[config.mk]
export PLATFORM = sky130hd
export DESIGN_NAME = instr_decode_top
export DESIGN_NICKNAME = d
export VERILOG_FILES = /design/src/hdl/isa_pkg.sv /design/src/hdl/ctl_pkg.sv /design/src/hdl/decode_if.sv /design/src/hdl/main_op_decoder.sv /design/src/hdl/funct_decoder.sv /design/src/hdl/ctl_merge.sv /design/src/hdl/instr_decode_top.sv
export SDC_FILE = /design/constraint.sdc
export NUM_CORES = 1
export LEC_CHECK = 0
export ABC_CLOCK_PERIOD_IN_PS = 2250
export BUFFER_PORTS_ARGS = -buffer_cell sky130_fd_sc_hd__buf_2
export CAP_MARGIN = 20
export CORE_MARGIN = 2
export CORE_UTILIZATION = 40
export CTS_BUF_LIST = sky130_fd_sc_hd__clkbuf_2
export DETAILED_ROUTE_END_ITERATION = 10
export PLACE_DENSITY_LB_ADDON = 0.1
export SLEW_MARGIN = 40
export SYNTH_ARGS = -nofsm -noshare
export SYNTH_HDL_FRONTEND = slang
export SYNTH_SLANG_ARGS = --single-unit
[constraint.sdc]
create_clock -name clk -period 2.25 [get_ports clk]
set_input_delay 0.45 -clock clk [delete_from_list [all_inputs] [get_ports clk]]
set_output_delay 0.45 -clock clk [all_outputs]
set_load 0.01 [all_outputs]
[src/hdl/isa_pkg.sv]
`default_nettype none

package isa_pkg;
    localparam int OPC_W = 6;
    localparam int FUNCT_W = 6;

    typedef logic [31:0] word_t;
    typedef logic [4:0] reg_addr_t;

    typedef union packed {
        struct packed {
            logic [OPC_W-1:0] opcode;
            reg_addr_t rs;
            reg_addr_t rt;
            reg_addr_t rd;
            logic [4:0] shamt;
            logic [FUNCT_W-1:0] funct;
        } r;
        struct packed {
            logic [OPC_W-1:0] opcode;
            reg_addr_t rs;
            reg_addr_t rt;
            logic [15:0] imm;
        } i;
    } instr_u;

    localparam logic [OPC_W-1:0] OPC_SPECIAL = 6'h00;
    localparam logic [OPC_W-1:0] OPC_REGIMM = 6'h01;
    localparam logic [OPC_W-1:0] OPC_J = 6'h02;
    localparam logic [OPC_W-1:0] OPC_JAL = 6'h03;
    localparam logic [OPC_W-1:0] OPC_BEQ = 6'h04;
    localparam logic [OPC_W-1:0] OPC_BNE = 6'h05;
    localparam logic [OPC_W-1:0] OPC_BLEZ = 6'h06;
    localparam logic [OPC_W-1:0] OPC_BGTZ = 6'h07;
    localparam logic [OPC_W-1:0] OPC_ADDI = 6'h08;
    localparam logic [OPC_W-1:0] OPC_ADDIU = 6'h09;
    localparam logic [OPC_W-1:0] OPC_SLTI = 6'h0a;
    localparam logic [OPC_W-1:0] OPC_SLTIU = 6'h0b;
    localparam logic [OPC_W-1:0] OPC_ANDI = 6'h0c;
    localparam logic [OPC_W-1:0] OPC_ORI = 6'h0d;
    localparam logic [OPC_W-1:0] OPC_XORI = 6'h0e;
    localparam logic [OPC_W-1:0] OPC_LUI = 6'h0f;
    localparam logic [OPC_W-1:0] OPC_SPECIAL2 = 6'h1c;
    localparam logic [OPC_W-1:0] OPC_LB = 6'h20;
    localparam logic [OPC_W-1:0] OPC_LH = 6'h21;
    localparam logic [OPC_W-1:0] OPC_LW = 6'h23;
    localparam logic [OPC_W-1:0] OPC_LBU = 6'h24;
    localparam logic [OPC_W-1:0] OPC_LHU = 6'h25;
    localparam logic [OPC_W-1:0] OPC_SB = 6'h28;
    localparam logic [OPC_W-1:0] OPC_SH = 6'h29;
    localparam logic [OPC_W-1:0] OPC_SW = 6'h2b;

    localparam logic [FUNCT_W-1:0] FN_SLL = 6'h00;
    localparam logic [FUNCT_W-1:0] FN_SRL = 6'h02;
    localparam logic [FUNCT_W-1:0] FN_SRA = 6'h03;
    localparam logic [FUNCT_W-1:0] FN_SLLV = 6'h04;
    localparam logic [FUNCT_W-1:0] FN_SRLV = 6'h06;
    localparam logic [FUNCT_W-1:0] FN_SRAV = 6'h07;
    localparam logic [FUNCT_W-1:0] FN_JR = 6'h08;
    localparam logic [FUNCT_W-1:0] FN_JALR = 6'h09;
    localparam logic [FUNCT_W-1:0] FN_MFHI = 6'h10;
    localparam logic [FUNCT_W-1:0] FN_MTHI = 6'h11;
    localparam logic [FUNCT_W-1:0] FN_MFLO = 6'h12;
    localparam logic [FUNCT_W-1:0] FN_MTLO = 6'h13;
    localparam logic [FUNCT_W-1:0] FN_MULT = 6'h18;
    localparam logic [FUNCT_W-1:0] FN_MULTU = 6'h19;
    localparam logic [FUNCT_W-1:0] FN_DIV = 6'h1a;
    localparam logic [FUNCT_W-1:0] FN_DIVU = 6'h1b;
    localparam logic [FUNCT_W-1:0] FN_ADD = 6'h20;
    localparam logic [FUNCT_W-1:0] FN_ADDU = 6'h21;
    localparam logic [FUNCT_W-1:0] FN_SUB = 6'h22;
    localparam logic [FUNCT_W-1:0] FN_SUBU = 6'h23;
    localparam logic [FUNCT_W-1:0] FN_AND = 6'h24;
    localparam logic [FUNCT_W-1:0] FN_OR = 6'h25;
    localparam logic [FUNCT_W-1:0] FN_XOR = 6'h26;
    localparam logic [FUNCT_W-1:0] FN_NOR = 6'h27;
    localparam logic [FUNCT_W-1:0] FN_SLT = 6'h2a;
    localparam logic [FUNCT_W-1:0] FN_SLTU = 6'h2b;
    localparam logic [FUNCT_W-1:0] FN2_MUL = 6'h02; // Funct code under SPECIAL2.

    localparam reg_addr_t RT_BLTZ = 5'h00; // REGIMM selects the branch through rt.
    localparam reg_addr_t RT_BGEZ = 5'h01;
    localparam reg_addr_t RT_BLTZAL = 5'h10;
    localparam reg_addr_t RT_BGEZAL = 5'h11;

    localparam reg_addr_t LINK_REG = 5'd31;
endpackage

`default_nettype wire

[src/hdl/ctl_pkg.sv]
`default_nettype none

package ctl_pkg;
    localparam int ALU_FUNC_W = 4;
    localparam logic [ALU_FUNC_W-1:0] ALU_PASSA = 4'd0;
    localparam logic [ALU_FUNC_W-1:0] ALU_ADD = 4'd1;
    localparam logic [ALU_FUNC_W-1:0] ALU_ADDU = 4'd2;
    localparam logic [ALU_FUNC_W-1:0] ALU_SUB = 4'd3;
    localparam logic [ALU_FUNC_W-1:0] ALU_SUBU = 4'd4;
    localparam logic [ALU_FUNC_W-1:0] ALU_SLT = 4'd5;
    localparam logic [ALU_FUNC_W-1:0] ALU_SLTU = 4'd6;
    localparam logic [ALU_FUNC_W-1:0] ALU_AND = 4'd7;
    localparam logic [ALU_FUNC_W-1:0] ALU_OR = 4'd8;
    localparam logic [ALU_FUNC_W-1:0] ALU_XOR = 4'd9;
    localparam logic [ALU_FUNC_W-1:0] ALU_NOR = 4'd10;
    localparam logic [ALU_FUNC_W-1:0] ALU_SLL = 4'd11;
    localparam logic [ALU_FUNC_W-1:0] ALU_SRL = 4'd12;
    localparam logic [ALU_FUNC_W-1:0] ALU_SRA = 4'd13;
    localparam logic [ALU_FUNC_W-1:0] ALU_LUI = 4'd14;
    localparam logic [ALU_FUNC_W-1:0] ALU_PASSB = 4'd15;

    localparam int BR_TYPE_W = 3; // Zero means no branch.
    localparam logic [BR_TYPE_W-1:0] BR_BEQ = 3'd1;
    localparam logic [BR_TYPE_W-1:0] BR_BNE = 3'd2;
    localparam logic [BR_TYPE_W-1:0] BR_BGEZ = 3'd3;
    localparam logic [BR_TYPE_W-1:0] BR_BLTZ = 3'd4;
    localparam logic [BR_TYPE_W-1:0] BR_BGTZ = 3'd5;
    localparam logic [BR_TYPE_W-1:0] BR_BLEZ = 3'd6;

    localparam int MSIZE_W = 2;
    localparam logic [MSIZE_W-1:0] MSIZE1 = 2'd0;
    localparam logic [MSIZE_W-1:0] MSIZE2 = 2'd1;
    localparam logic [MSIZE_W-1:0] MSIZE4 = 2'd2;

    localparam int FLAG_W = 14;
    localparam int FL_REG_WRITE = 13;
    localparam int FL_ALU_IMM = 12;
    localparam int FL_ZERO_EXT = 11;
    localparam int FL_MEM_READ = 10;
    localparam int FL_MEM_WRITE = 9;
    localparam int FL_MEM_SEXT = 8;
    localparam int FL_BRANCH = 7;
    localparam int FL_JUMP = 6;
    localparam int FL_JUMP_REG = 5;
    localparam int FL_LINK = 4;
    localparam int FL_HI_WRITE = 3;
    localparam int FL_LO_WRITE = 2;
    localparam int FL_HI_TO_REG = 1;
    localparam int FL_LO_TO_REG = 0;
endpackage

`default_nettype wire

[src/hdl/decode_if.sv]
`timescale 1ns/1ps
`default_nettype none

interface decode_if;
    import isa_pkg::*;
    import ctl_pkg::*;

    logic hit;
    logic [ALU_FUNC_W-1:0] alu_func;
    logic [FLAG_W-1:0] flags;
    logic shamt_valid;
    logic mul_to_reg;
    logic [MSIZE_W-1:0] mem_size;
    logic [BR_TYPE_W-1:0] branch_type;
    reg_addr_t src_a;
    reg_addr_t src_b;
    reg_addr_t dest;

    modport source (
        output hit, alu_func, flags, shamt_valid, mul_to_reg,
        output mem_size, branch_type, src_a, src_b, dest
    );

    modport sink (
        input hit, alu_func, flags, shamt_valid, mul_to_reg,
        input mem_size, branch_type, src_a, src_b, dest
    );
endinterface

`default_nettype wire

[src/hdl/main_op_decoder.sv]
`timescale 1ns/1ps
`default_nettype none

module main_op_decoder (
    input isa_pkg::word_t instr,
    decode_if.source res
);
    import isa_pkg::*;
    import ctl_pkg::*;

    instr_u iw;

    assign iw = instr;

    always_comb begin
        res.hit = 1'b0;
        res.alu_func = ALU_PASSA;
        res.flags = '0;
        res.shamt_valid = 1'b0;
        res.mul_to_reg = 1'b0;
        res.mem_size = '0;
        res.branch_type = '0;
        res.src_a = '0;
        res.src_b = '0;
        res.dest = '0;
        case (iw.i.opcode)
            OPC_ADDI, OPC_ADDIU, OPC_SLTI, OPC_SLTIU,
            OPC_ANDI, OPC_ORI, OPC_XORI, OPC_LUI: begin
                res.hit = 1'b1;
                res.flags[FL_REG_WRITE] = 1'b1;
                res.flags[FL_ALU_IMM] = 1'b1;
                res.flags[FL_ZERO_EXT] = iw.i.opcode inside {OPC_ANDI, OPC_ORI, OPC_XORI};
                res.src_a = iw.i.rs;
                res.dest = iw.i.rt;
                case (iw.i.opcode)
                    OPC_ADDI: res.alu_func = ALU_ADD;
                    OPC_ADDIU: res.alu_func = ALU_ADDU;
                    OPC_SLTI: res.alu_func = ALU_SLT;
                    OPC_SLTIU: res.alu_func = ALU_SLTU;
                    OPC_ANDI: res.alu_func = ALU_AND;
                    OPC_ORI: res.alu_func = ALU_OR;
                    OPC_XORI: res.alu_func = ALU_XOR;
                    default: begin
                        res.alu_func = ALU_LUI;
                        res.src_a = '0; // LUI reads no register.
                    end
                endcase
            end
            OPC_LB, OPC_LBU, OPC_LH, OPC_LHU, OPC_LW,
            OPC_SB, OPC_SH, OPC_SW: begin
                res.hit = 1'b1;
                res.flags[FL_ALU_IMM] = 1'b1;
                res.src_a = iw.i.rs; // Base register of the address.
                if (iw.i.opcode inside {OPC_SB, OPC_SH, OPC_SW}) begin
                    res.flags[FL_MEM_WRITE] = 1'b1;
                    res.src_b = iw.i.rt;
                end else begin
                    res.flags[FL_REG_WRITE] = 1'b1;
                    res.flags[FL_MEM_READ] = 1'b1;
                    res.flags[FL_MEM_SEXT] = iw.i.opcode inside {OPC_LB, OPC_LH};
                    res.dest = iw.i.rt;
                end
                case (iw.i.opcode)
                    OPC_LB, OPC_LBU, OPC_SB: res.mem_size = MSIZE1;
                    OPC_LH, OPC_LHU, OPC_SH: res.mem_size = MSIZE2;
                    default: res.mem_size = MSIZE4;
                endcase
            end
            OPC_BEQ, OPC_BNE, OPC_BGTZ, OPC_BLEZ: begin
                res.hit = 1'b1;
                res.flags[FL_BRANCH] = 1'b1;
                res.src_a = iw.i.rs;
                case (iw.i.opcode)
                    OPC_BEQ: res.branch_type = BR_BEQ;
                    OPC_BNE: res.branch_type = BR_BNE;
                    OPC_BGTZ: res.branch_type = BR_BGTZ;
                    default: res.branch_type = BR_BLEZ;
                endcase
                if (iw.i.opcode inside {OPC_BEQ, OPC_BNE}) begin
                    res.src_b = iw.i.rt; // Only these compare two registers.
                end
            end
            OPC_REGIMM: begin
                case (iw.i.rt)
                    RT_BGEZ, RT_BGEZAL: res.branch_type = BR_BGEZ;
                    RT_BLTZ, RT_BLTZAL: res.branch_type = BR_BLTZ;
                    default: res.branch_type = '0;
                endcase
                if (res.branch_type != '0) begin
                    res.hit = 1'b1;
                    res.flags[FL_BRANCH] = 1'b1;
                    res.src_a = iw.i.rs;
                end
                if (iw.i.rt inside {RT_BGEZAL, RT_BLTZAL}) begin
                    res.flags[FL_REG_WRITE] = 1'b1;
                    res.flags[FL_LINK] = 1'b1;
                    res.dest = LINK_REG;
                end
            end
            OPC_J, OPC_JAL: begin
                res.hit = 1'b1;
                res.flags[FL_JUMP] = 1'b1;
                if (iw.i.opcode == OPC_JAL) begin
                    res.flags[FL_REG_WRITE] = 1'b1;
                    res.flags[FL_LINK] = 1'b1;
                    res.dest = LINK_REG;
                end
            end
            OPC_SPECIAL2: begin
                if (iw.r.funct == FN2_MUL) begin
                    res.hit = 1'b1;
                    res.flags[FL_REG_WRITE] = 1'b1;
                    res.mul_to_reg = 1'b1; // Low product word goes straight to rd.
                    res.src_a = iw.r.rs;
                    res.src_b = iw.r.rt;
                    res.dest = iw.r.rd;
                end
            end
            default: ;
        endcase
    end
endmodule

`default_nettype wire

[src/hdl/funct_decoder.sv]
`timescale 1ns/1ps
`default_nettype none

module funct_decoder (
    input isa_pkg::word_t instr,
    decode_if.source res
);
    import isa_pkg::*;
    import ctl_pkg::*;

    instr_u iw;

    assign iw = instr;

    always_comb begin
        res.hit = 1'b0;
        res.alu_func = ALU_PASSA;
        res.flags = '0;
        res.shamt_valid = 1'b0;
        res.mul_to_reg = 1'b0;
        res.mem_size = '0;
        res.branch_type = '0;
        res.src_a = '0;
        res.src_b = '0;
        res.dest = '0;
        if (iw.r.opcode == OPC_SPECIAL) begin
            case (iw.r.funct)
                FN_ADD, FN_ADDU, FN_SUB, FN_SUBU, FN_SLT, FN_SLTU,
                FN_AND, FN_OR, FN_XOR, FN_NOR,
                FN_SLL, FN_SRL, FN_SRA, FN_SLLV, FN_SRLV, FN_SRAV: begin
                    res.hit = 1'b1;
                    res.flags[FL_REG_WRITE] = 1'b1;
                    res.shamt_valid = iw.r.funct inside {FN_SLL, FN_SRL, FN_SRA};
                    res.src_a = res.shamt_valid ? '0 : iw.r.rs; // Shamt replaces rs.
                    res.src_b = iw.r.rt;
                    res.dest = iw.r.rd;
                    case (iw.r.funct)
                        FN_ADD: res.alu_func = ALU_ADD;
                        FN_ADDU: res.alu_func = ALU_ADDU;
                        FN_SUB: res.alu_func = ALU_SUB;
                        FN_SUBU: res.alu_func = ALU_SUBU;
                        FN_SLT: res.alu_func = ALU_SLT;
                        FN_SLTU: res.alu_func = ALU_SLTU;
                        FN_AND: res.alu_func = ALU_AND;
                        FN_OR: res.alu_func = ALU_OR;
                        FN_XOR: res.alu_func = ALU_XOR;
                        FN_NOR: res.alu_func = ALU_NOR;
                        FN_SLL, FN_SLLV: res.alu_func = ALU_SLL;
                        FN_SRL, FN_SRLV: res.alu_func = ALU_SRL;
                        default: res.alu_func = ALU_SRA;
                    endcase
                end
                FN_JR, FN_JALR: begin
                    res.hit = 1'b1;
                    res.flags[FL_JUMP] = 1'b1;
                    res.flags[FL_JUMP_REG] = 1'b1;
                    res.src_a = iw.r.rs;
                    if (iw.r.funct == FN_JALR) begin
                        res.flags[FL_REG_WRITE] = 1'b1;
                        res.flags[FL_LINK] = 1'b1;
                        res.dest = iw.r.rd; // JALR names its link register.
                    end
                end
                FN_MULT, FN_MULTU, FN_DIV, FN_DIVU: begin
                    res.hit = 1'b1;
                    res.flags[FL_HI_WRITE] = 1'b1;
                    res.flags[FL_LO_WRITE] = 1'b1;
                    res.src_a = iw.r.rs;
                    res.src_b = iw.r.rt;
                end
                FN_MFHI, FN_MFLO: begin
                    res.hit = 1'b1;
                    res.flags[FL_REG_WRITE] = 1'b1;
                    res.dest = iw.r.rd;
                    if (iw.r.funct == FN_MFHI) begin
                        res.flags[FL_HI_TO_REG] = 1'b1;
                    end else begin
                        res.flags[FL_LO_TO_REG] = 1'b1;
                        res.alu_func = ALU_PASSB; // LO rides on the B operand path.
                    end
                end
                FN_MTHI, FN_MTLO: begin
                    res.hit = 1'b1;
                    res.flags[FL_HI_WRITE] = (iw.r.funct == FN_MTHI);
                    res.flags[FL_LO_WRITE] = (iw.r.funct == FN_MTLO);
                    res.src_a = iw.r.rs;
                end
                default: ;
            endcase
        end
    end
endmodule

`default_nettype wire

[src/hdl/ctl_merge.sv]
`timescale 1ns/1ps
`default_nettype none

module ctl_merge (
    input logic clk,
    input logic rst_n,
    input logic instr_valid,
    decode_if.sink main_res,
    decode_if.sink funct_res,
    output logic out_valid,
    output logic reserved,
    output logic [ctl_pkg::ALU_FUNC_W-1:0] alu_func,
    output logic [ctl_pkg::FLAG_W-1:0] flags,
    output logic shamt_valid,
    output logic mul_to_reg,
    output logic [ctl_pkg::MSIZE_W-1:0] mem_size,
    output logic [ctl_pkg::BR_TYPE_W-1:0] branch_type,
    output isa_pkg::reg_addr_t src_a,
    output isa_pkg::reg_addr_t src_b,
    output isa_pkg::reg_addr_t dest
);
    logic miss;

    assign miss = !(main_res.hit || funct_res.hit);

    // A decoder that misses drives all zero, so a miss on both sides
    // falls through to a zero result from funct_res.
    always_ff @(posedge clk) begin
        if (!rst_n) begin
            out_valid <= 1'b0;
            reserved <= 1'b0;
            alu_func <= '0;
            flags <= '0;
            shamt_valid <= 1'b0;
            mul_to_reg <= 1'b0;
            mem_size <= '0;
            branch_type <= '0;
            src_a <= '0;
            src_b <= '0;
            dest <= '0;
        end else begin
            out_valid <= instr_valid;
            if (instr_valid) begin
                reserved <= miss;
                alu_func <= main_res.hit ? main_res.alu_func : funct_res.alu_func;
                flags <= main_res.hit ? main_res.flags : funct_res.flags;
                shamt_valid <= main_res.hit ? main_res.shamt_valid : funct_res.shamt_valid;
                mul_to_reg <= main_res.hit ? main_res.mul_to_reg : funct_res.mul_to_reg;
                mem_size <= main_res.hit ? main_res.mem_size : funct_res.mem_size;
                branch_type <= main_res.hit ? main_res.branch_type : funct_res.branch_type;
                src_a <= main_res.hit ? main_res.src_a : funct_res.src_a;
                src_b <= main_res.hit ? main_res.src_b : funct_res.src_b;
                dest <= main_res.hit ? main_res.dest : funct_res.dest;
            end
        end
    end
endmodule

`default_nettype wire

[src/hdl/instr_decode_top.sv]
`timescale 1ns/1ps
`default_nettype none

module instr_decode_top (
    input logic clk,
    input logic rst_n,
    input logic instr_valid,
    input isa_pkg::word_t instr,
    output logic out_valid,
    output logic reserved,
    output logic [ctl_pkg::ALU_FUNC_W-1:0] alu_func,
    output logic reg_write,
    output logic alu_imm,
    output logic zero_ext,
    output logic mem_read,
    output logic mem_write,
    output logic mem_sext,
    output logic branch,
    output logic jump,
    output logic jump_reg,
    output logic link,
    output logic hi_write,
    output logic lo_write,
    output logic hi_to_reg,
    output logic lo_to_reg,
    output logic shamt_valid,
    output logic mul_to_reg,
    output logic [ctl_pkg::MSIZE_W-1:0] mem_size,
    output logic [ctl_pkg::BR_TYPE_W-1:0] branch_type,
    output isa_pkg::reg_addr_t src_a,
    output isa_pkg::reg_addr_t src_b,
    output isa_pkg::reg_addr_t dest
);
    decode_if main_res ();
    decode_if funct_res ();

    main_op_decoder u_main_dec (
        .instr(instr),
        .res(main_res)
    );

    funct_decoder u_funct_dec (
        .instr(instr),
        .res(funct_res)
    );

    ctl_merge u_merge (
        .clk(clk),
        .rst_n(rst_n),
        .instr_valid(instr_valid),
        .main_res(main_res),
        .funct_res(funct_res),
        .out_valid(out_valid),
        .reserved(reserved),
        .alu_func(alu_func),
        .flags({reg_write, alu_imm, zero_ext, mem_read, mem_write, mem_sext, branch,
                jump, jump_reg, link, hi_write, lo_write, hi_to_reg, lo_to_reg}),
        .shamt_valid(shamt_valid),
        .mul_to_reg(mul_to_reg),
        .mem_size(mem_size),
        .branch_type(branch_type),
        .src_a(src_a),
        .src_b(src_b),
        .dest(dest)
    );
endmodule

`default_nettype wire

# Yosys cells after proc, flatten, opt, wreduce, memory -nomap -nowiden
# Memory sizes are Yosys's and may differ from the RTL's.
# Index checks and enable logic that the tools add are counted.
# op_classes
n_reduce_logical	33
eq_ne	52
mux	70
# ops
op	n
equality test 6 bit, second input constant	18
two-way mux 5 bit	19
equality test 6 x 4 -> 1 bit, second input constant	10
equality test 6 x 5 -> 1 bit, second input constant	9
equality test 6 x 3 -> 1 bit, second input constant	7
OR reduction 16 bit	2
case mux 4 bit (7 select lines)	1
OR reduction 26 bit	1
case mux 5 bit (5 select lines)	1
equality test 6 x 2 -> 1 bit, second input constant	4
OR reduction 8 bit	3
OR reduction 22 bit	1
two-way mux 1 bit	21
case mux 5 bit (2 select lines)	2
case mux 5 bit (4 select lines)	1
OR reduction 20 bit	1
OR reduction 18 bit	1
two-way mux 4 bit	4
case mux 5 bit (3 select lines)	1
two-way mux 14 bit	1
zero test 6 bit	2
two-way mux 3 bit	4
case mux 3 bit (2 select lines)	2
nonzero test 3 bit	4
20 further kinds	35
# totals
mem_bits_ro	256
inputBits	35
mem_count	1
output_inout_bits	42
reg_bits	42
# memory_table
name	words	word_bits	rd	rd_ports_with_merged_regs	write_ports	line_no	source
(no name shown)	64	4	1	0	0	funct_decoder.sv:37	case (iw.r.funct)

# Longest topological paths before layout
# Gate-level depths: netlist (run 1).
# depth
word_depth	9
mapped_depth	10

# Hierarchy
# A second synthesis (run 1) with hierarchy kept.
# hier_totals
hier_cells	408
area_unflattened_um2	3348.2
# modules_own_cells
module	cells_each	n_inst	area_each_um2
ctl_merge	184	1	1825.5
funct_decoder	127	1	867.1
main_op_decoder	97	1	655.6

# Worst setup path after synthesis (run 1)
# Ideal clock, no wire load.
# synth_timing
kind	input to register
from	input port instr[0]
to	register u_merge.dest[0]
required_time_ps	2123
path_slack_ps	221
setup_time_ps	127
t_arrival_ps	1902
stages	10
path_cell_list	inv_1 > ha_1 > buf_6 > nor2_2 > o221ai_1 > a221o_1 > buf_6 > buf_6 > o2111ai_1 > nand3_1
# synth_between
elab_chain_len	5
word_cells_on_any_way	30
# synth_lines
element	line_no	source
start, declared	instr_decode_top.sv:8	input isa_pkg::word_t instr,
equality test 6 bit (tied with other cells)	funct_decoder.sv:27	case (iw.r.funct)
OR reduction 18 bit (no source line) (tied with other cells)	-	
case mux 5 bit (2 select lines)	funct_decoder.sv:27	
two-way mux 5 bit	funct_decoder.sv:26	if (iw.r.opcode == OPC_SPECIAL) begin
two-way mux 5 bit *	ctl_merge.sv:53	dest <= main_res.hit ? main_res.dest : funct_res.dest;
end signal, assigned	ctl_merge.sv:53	
end, declared	ctl_merge.sv:20	output isa_pkg::reg_addr_t dest
# Mark *: on every way between the ends. The rest lies on a longest branch, timed or not.
# A chain may end at the register's enable or synchronous reset.

# Worst setup path in the final report (run 1)
# layout_timing
from	input port instr[0]
to	register u_merge.alu_func[0] (netlist bit)
# layout_between
elab_chain_len	5
word_cells_on_any_way	27
# layout_lines
element	line_no	source
parallel branches: the longest is 4 deep, another holds memory read (64 x 4 bit)	-	
two-way mux 4 bit *	ctl_merge.sv:45	alu_func <= main_res.hit ? main_res.alu_func : funct_res.alu_func;
end signal, assigned	ctl_merge.sv:45	
end, declared	ctl_merge.sv:12	output logic [ctl_pkg::ALU_FUNC_W-1:0] alu_func,
# Mark *: on every way between the ends.

==> results.toml, run 1 <==
[cts]
cts-root-buf = "clkbuf_2"
cts_tree = "built"
cts_buffer_depth = 2
cts_sinks = 42
path_clk_slew_ns = 0.28
ctsResizeCount = 0
clk_latency_ns = 0.44
cts-buffers-inserted = 5
cts_hold_buf = 0
cts_setup_buffers = 0
cts_max_level = 2

[sta]
fin_crit_sh_pct = 80.2
finalHoldViolCount = 0
whs_ns = 0.252
relSlewSlack_pct = 64.8
final.setup.tns_ns = 0
clock_skew_ns = 0
finalMaxSlewViolations = 0
worstMarginPinSlew_ns = 0.526
fmax_ghz = 0.554
rsz0062_at_grt = "false"
fin_crit_ns = 1.80
setup_viol = 0

[worst_hold_path]
hold_class = "in2reg"
holdPathStages = 3

[final_layout]
largest_reg_flops = 14
drive_gt1_share_pct = 27.5
stdcell_area_sq_mm = 0.00323
nNetsFinal = 465
regMostFlops = "u_merge.flags"
num_antenna_cells = 0
fill_cells = 673
syn_to_final_growth_pct = 19.3
final_common_cell = "buf_2"
layout_common_cells = "buf_2 (71), dfxtp_1 (42), nor2_1 (40), nand2_1 (26)"

[grt]
grt_max_degree = 21
overflow = 0
grt_pass1_vias = 2554
track_usage_pct = 20.9
antenna_found_initial = 0
grt_pass1_wl_mm = 12.5

[placed_design]
postPlaceCellArea_sq_mm = 0.00318
io_buffers = 71
gp_congestion = 0.880
dp_hpwl_mm = 5.88

[floorplanning]
core_area_sq_mm = 0.00646
fp.dieH_microns = 86.3
num_io_pins = 77
die_area_sq_mm = 0.00744
initial_utilization_pct = 41.9
die-width_microns = 86.3
rows = 29

[worst_setup_path]
cpPeakStageDelay_ns = 0.43
reg2reg_depth = 4
cp_top_family = "compound AO/OA/AOI/OAI gates"
cp.required_ns = 2.64
path_class = "in2reg"
crit_chain = "buf_2 -> inv_1 -> ha_1 -> nor3_1 -> a2111oi_0 -> a221o_1 -> buf_12 -> nand3_1 -> a41oi_1"
crit_cells = 9
startpoint_type = "input pin"
crit_path_end_kind = "register"
arrival_ns = 2.20
crit_path_max_fanout = 17
critPathBufInv = 3
slowest_stage = "a2111oi_0"

[synth]
mappedNetlistArea_sq_mm = 0.00271
synthCells = 355
ys_seq_area_share_pct = 31.1
synth_edf_count = 0
synth_seq_cells = 42
synth-async-reset-ratio_pct = 0
synth.avg_cell_area_sq_um = 7.63
yosysWarnings = 0
synth_cell_types = 63
syn_nets = 395
synth_ff_type = "dfxtp_1"

[route]
drcViolationCount = 0
routed_wirelength_mm = 7.86
drt-initial-drc-count = 172
viasPerCell = 5.60
antenna_left = 0
route.vias.total = 2816
drt_first_pass_iters = 4
avgRoutedWirePerCell_microns = 15.6

[pwr]
p_clk_share_pct = 26.2
switching_power_uw = 538
combPwrFrac_pct = 22.8
intPower_uw = 1000
leakage_uw = 0.00139
p_seq_share_pct = 51.0
power_density_mw_per_mm2 = 476
vdd_ir_drop_max_mv = 0.269
p_sw_share_pct = 35.0

[run_status]
status = "finished, final reports clean"

[run]
drv_cap = 0
[cells by family after synthesis]
group / synth area share (%)
xor+xnor: 0.971
buf+inv: 7.72
mux: 0.739
fa+ha+maj: 2.31
compound gates: 27.3
flops: 31.1
simple gates: 29.9
[synth_stat cells (all sizes together) (5+ instances only)]
cell type	number	area, sq um
nand3b	5	50.1
nand2b	6	37.5
ha	5	62.6
nand2	28	110
nor3	12	65.1
nand3	25	125
dfxtp	42	841
o21ai	27	139
a21oi	22	114
buf	18	111
a211oi	5	42.5
nor2b	9	56.3
nor2	42	168
inv	14	52.6
o2111ai	5	43.8
o211ai	20	150
clkbuf	11	41.3
[routing by layer]
metal  track usage, %  vias to the layer above  share of wire [%]
li1                 -                     1438                  -
met1             29.7                     1291                 49
met4             5.11                        0                1.2
met2             33.3                       78                 45
met5                0                        -                  0
met3             3.43                        9                4.9
[stage by stage]
step / utilization (%) / cells / power, uW / worst slack [ns]
floorplan: - / 355 / 1020 / 0.221
detailed placement: 49.2 / 495 / 1150 / -0.0348
CTS: 50.0 / 503 / 1550 / 0.455
finish: 50.0 / 503 / 1540 / 0.446
global route: 50.0 / 503 / 1620 / 0.356
global placement: 49.2 / 495 / 1140 / -0.0155
[worst reg2reg max path, stage by stage (launching register included)]
cell and delay, ns:
dfxtp_1 0.41, nor2_1 0.05, nor2_1 0.14, o2111ai_1 0.14
o211ai_1 0.11
[final cells by class]
type,count,area (sq um),area share (%)
Clock buffer,5,25.0,0.775
Clock inverter,3,28.8,0.891
Tap cell,77,96.3,2.98
Multi-Input combinational cell,269,1660,51.3
Timing Repair Buffer,92,526,16.3
Inverter,15,56.3,1.74
Sequential cell,42,841,26.0
[final timing paths]
| check | to | slack [ns] | from |
|---|---|---|---|
| worst max-delay path | u_merge.alu_func[0] | 0.45 | instr[0] |
| worst min-delay path | u_merge.dest[4] | 0.25 | instr[15] |
| worst max register to register | u_merge.dest[1] | 1.35 | u_merge.dest[1] |
| worst min register to register | u_merge.flags[1] | 0.47 | u_merge.flags[1] |
[power groups by stage]
stage	clock, uW	combinational, uW	sequential [uW]
detailed placement	0	349	798
finish	403	351	784
global route	444	385	788
floorplan	0	211	809
global placement	0	347	798
CTS	416	351	785
Power figures use the tool's default switching activity.
==> inputs of run 2 (changes only) <==
- ABC_AREA: unset -> 1
- ABC_CLOCK_PERIOD_IN_PS: 2250 -> 1600
- clock period: 2.25 -> 1.6 ns (I/O delays scaled with it)
==> results.toml, run 2 <==
[synth]
synth_compound_area_share_pct = 15.9
yosysWarnings = 0
synthDominantCellAreaShare_pct = 30.6
synthTopCellsByArea = "dfxtp_1 (31%), nand2_1 (23%), inv_1 (7.3%)"
yosys-top-cells-count = "nand2_1 (169), inv_1 (53), nor2_1 (44)"
synth_edf_count = 0
synth_ff_type = "dfxtp_1"
synth_seq_cells = 42
synth-async-reset-ratio_pct = 0
ys_seq_area_share_pct = 30.6
synthSimpleGateAreaFrac_pct = 40.9
synth_adder_area_share_pct = 2.28
synthCells = 453
synth_cell_types = 39
synth.most_common_cell = "nand2_1"
synth-xor-area-share_pct = 0
synth_top_family_by_area = "simple AND/OR/NAND/NOR gates"
synth.avg_cell_area_sq_um = 6.06
syn_nets = 493
synth_mux_area_share_pct = 0
synth_top_area_cell = "dfxtp_1"
mappedNetlistArea_sq_mm = 0.00274

[route]
drcViolationCount = 0
drt-initial-drc-count = 118
avgRoutedWirePerCell_microns = 12.3
route.vias.total = 3212
routed_wirelength_mm = 8.24
drt_first_pass_iters = 5
viasPerCell = 4.79
antenna_left = 0

[final_layout]
num_antenna_cells = 0
layoutNonFillerInstCount = 670
regMostFlops = "u_merge.flags"
layout_common_cells = "nand2_1 (166), buf_2 (70), buf_4 (70), inv_1 (49), nor2_1 (44)"
final_common_cell = "nand2_1"
drive_gt1_share_pct = 31.0
nNetsFinal = 629
largest_reg_flops = 14
fin_util_pct = 57.0
syn_to_final_growth_pct = 39.7

[floorplanning]
core_area_sq_mm = 0.00672
num_io_pins = 77
initial_utilization_pct = 40.8
fp.dieH_microns = 86.8
die_area_sq_mm = 0.00754
die-width_microns = 86.8
rows = 30

[sta]
rsz0062_at_grt = "false"
fmax_ghz = 0.659
final.setup.tns_ns = 0
relSlewSlack_pct = 64.4
setup_viol = 0
whs_ns = 0.184
worstMarginPinSlew_ns = 0.529
finalHoldViolCount = 0
clock_skew_ns = 0
finalMaxSlewViolations = 0
fin_crit_sh_pct = 94.8
fin_crit_ns = 1.52
layout_setup_ws_ns = 0.0827

[grt]
grt_pass1_vias = 2918
track_usage_pct = 22.3
grt_max_degree = 22
antenna_found_initial = 0
overflow = 0
grt_pass1_wl_mm = 13.6

[pwr]
vdd_ir_drop_max_mv = 0.509
power_density_mw_per_mm2 = 636
leakage_uw = 0.00207

[run]
drv_cap = 0

[worst_setup_path]
path_class = "in2reg"
cp.required_ns = 1.89
crit_chain = "clkbuf_4 -> inv_2 -> ha_1 -> inv_1 -> nand2_1 -> nand2_1 -> nand2_1 -> o21bai_4 -> nand2_4 -> nand2_1 -> nand2_1 -> a21oi_1 -> a21oi_1"
crit_path_end_kind = "register"
arrival_ns = 1.81
startpoint_type = "input pin"
cpPeakStageDelay_ns = 0.22
cp_top_family = "simple AND/OR/NAND/NOR gates"
cp_common_cell = "nand2_1"
crit_path_max_fanout = 10
critPathBufInv = 3
slowest_stage = "o21bai_4"
r2r_setup_slack_ns = 0.92

[placed_design]
io_buffers = 71
gp_congestion = 0.926
dp_hpwl_mm = 6.69
dp_slack_ns = -0.350
post-place-cells = 662

[run_status]
status = "finished, final reports clean"

[cts]
cts_max_level = 2
cts_buffer_depth = 2
cts-root-buf = "clkbuf_2"
clk_latency_ns = 0.40
cts_hold_buf = 0
path_clk_slew_ns = 0.21
cts_tree = "built"
cts-buffers-inserted = 5
cts_sinks = 42
cts_setup_buffers = 0

[worst_hold_path]
hold_class = "in2reg"
[run 2: cell types whose count changed after synthesis, moves of 6 or more]
cell | previous run | this run
nand2_1 | 26 | 169
inv_1 | 14 | 53
o211ai_1 | 20 | 2
o21ai_0 | 25 | 9
a21oi_1 | 21 | 33
nor2b_1 | 9 | 0
nor3_1 | 11 | 2
buf_2 | 8 | 1
nand2b_1 | 6 | 0
[run 2: cell families (layout without fill, tap and decap cells)]
family                   count (synthesis)  count (layout)
AO/OA/AOI/OAI                           71              71
adder cells (fa/ha/maj)                  5               5
buffers and inverters                   71             208
flip-flops                              42              42
AND/OR/NAND/NOR                        264             264
[run 2: area by class of cell]
cell class	instances	area, sq um
inverters	58	220
clock buffers	5	25.0
clock inverters	3	63.8
fillers	670	2890
flip-flops and latches	42	841
repair buffers	142	903
well taps	80	100
multi-input cells	340	1680
[run 2: routing by layer]
layer | up-vias | GRT usage [%] | wire, microns | share of wire (%)
met1 | 1414 | 32.2 | 4100 | 50
li1 | 1717 | - | - | -
met4 | 0 | 4.69 | 63 | 0.76
met2 | 77 | 34.8 | 3660 | 44
met5 | - | 0 | 0 | 0
met3 | 4 | 3.81 | 419 | 5.1
[run 2: report_power, final]
group | switching (uW) | internal [uW] | leakage (uW)
Sequential | 15.6 | 1080 | 0.000342
Combinational | 333 | 238 | 0.00168
Clock | 356 | 416 | 0.0000506
Total | 705 | 1730 | 0.00207
[run 2: per-stage QoR]
| stage | power, uW | cell area [sq um] |
|---|---|---|
| CTS | 2450 | 3800 |
| global route | 2570 | 3830 |
| floorplan | 1410 | 2780 |
| global placement | 1680 | 3710 |
| detailed placement | 1680 | 3710 |
| finish | 2440 | 3830 |
[run 2: worst min-delay path, cell delays in order]
cell and delay (ns):
buf_2 0.07, nand2_1 0.04, nand2_1 0.05, nand2_1 0.04, inv_1 0.04
[run 2: path summary, 6_finish.rpt]
check	start	end	cells after the start
worst max-delay path	instr[1]	u_merge.alu_func[1]	13
worst min-delay path	instr[12]	u_merge.dest[1]	5
worst max register to register	u_merge.shamt_valid	u_merge.shamt_valid	2
worst min register to register	u_merge.mul_to_reg	u_merge.mul_to_reg	2
[run 2: repair_timing]
action	4_1_cts	5_1_grt
setup endpoints to repair	0	8
gates resized for setup	0	7
endpoints found under the hold margin	0	0
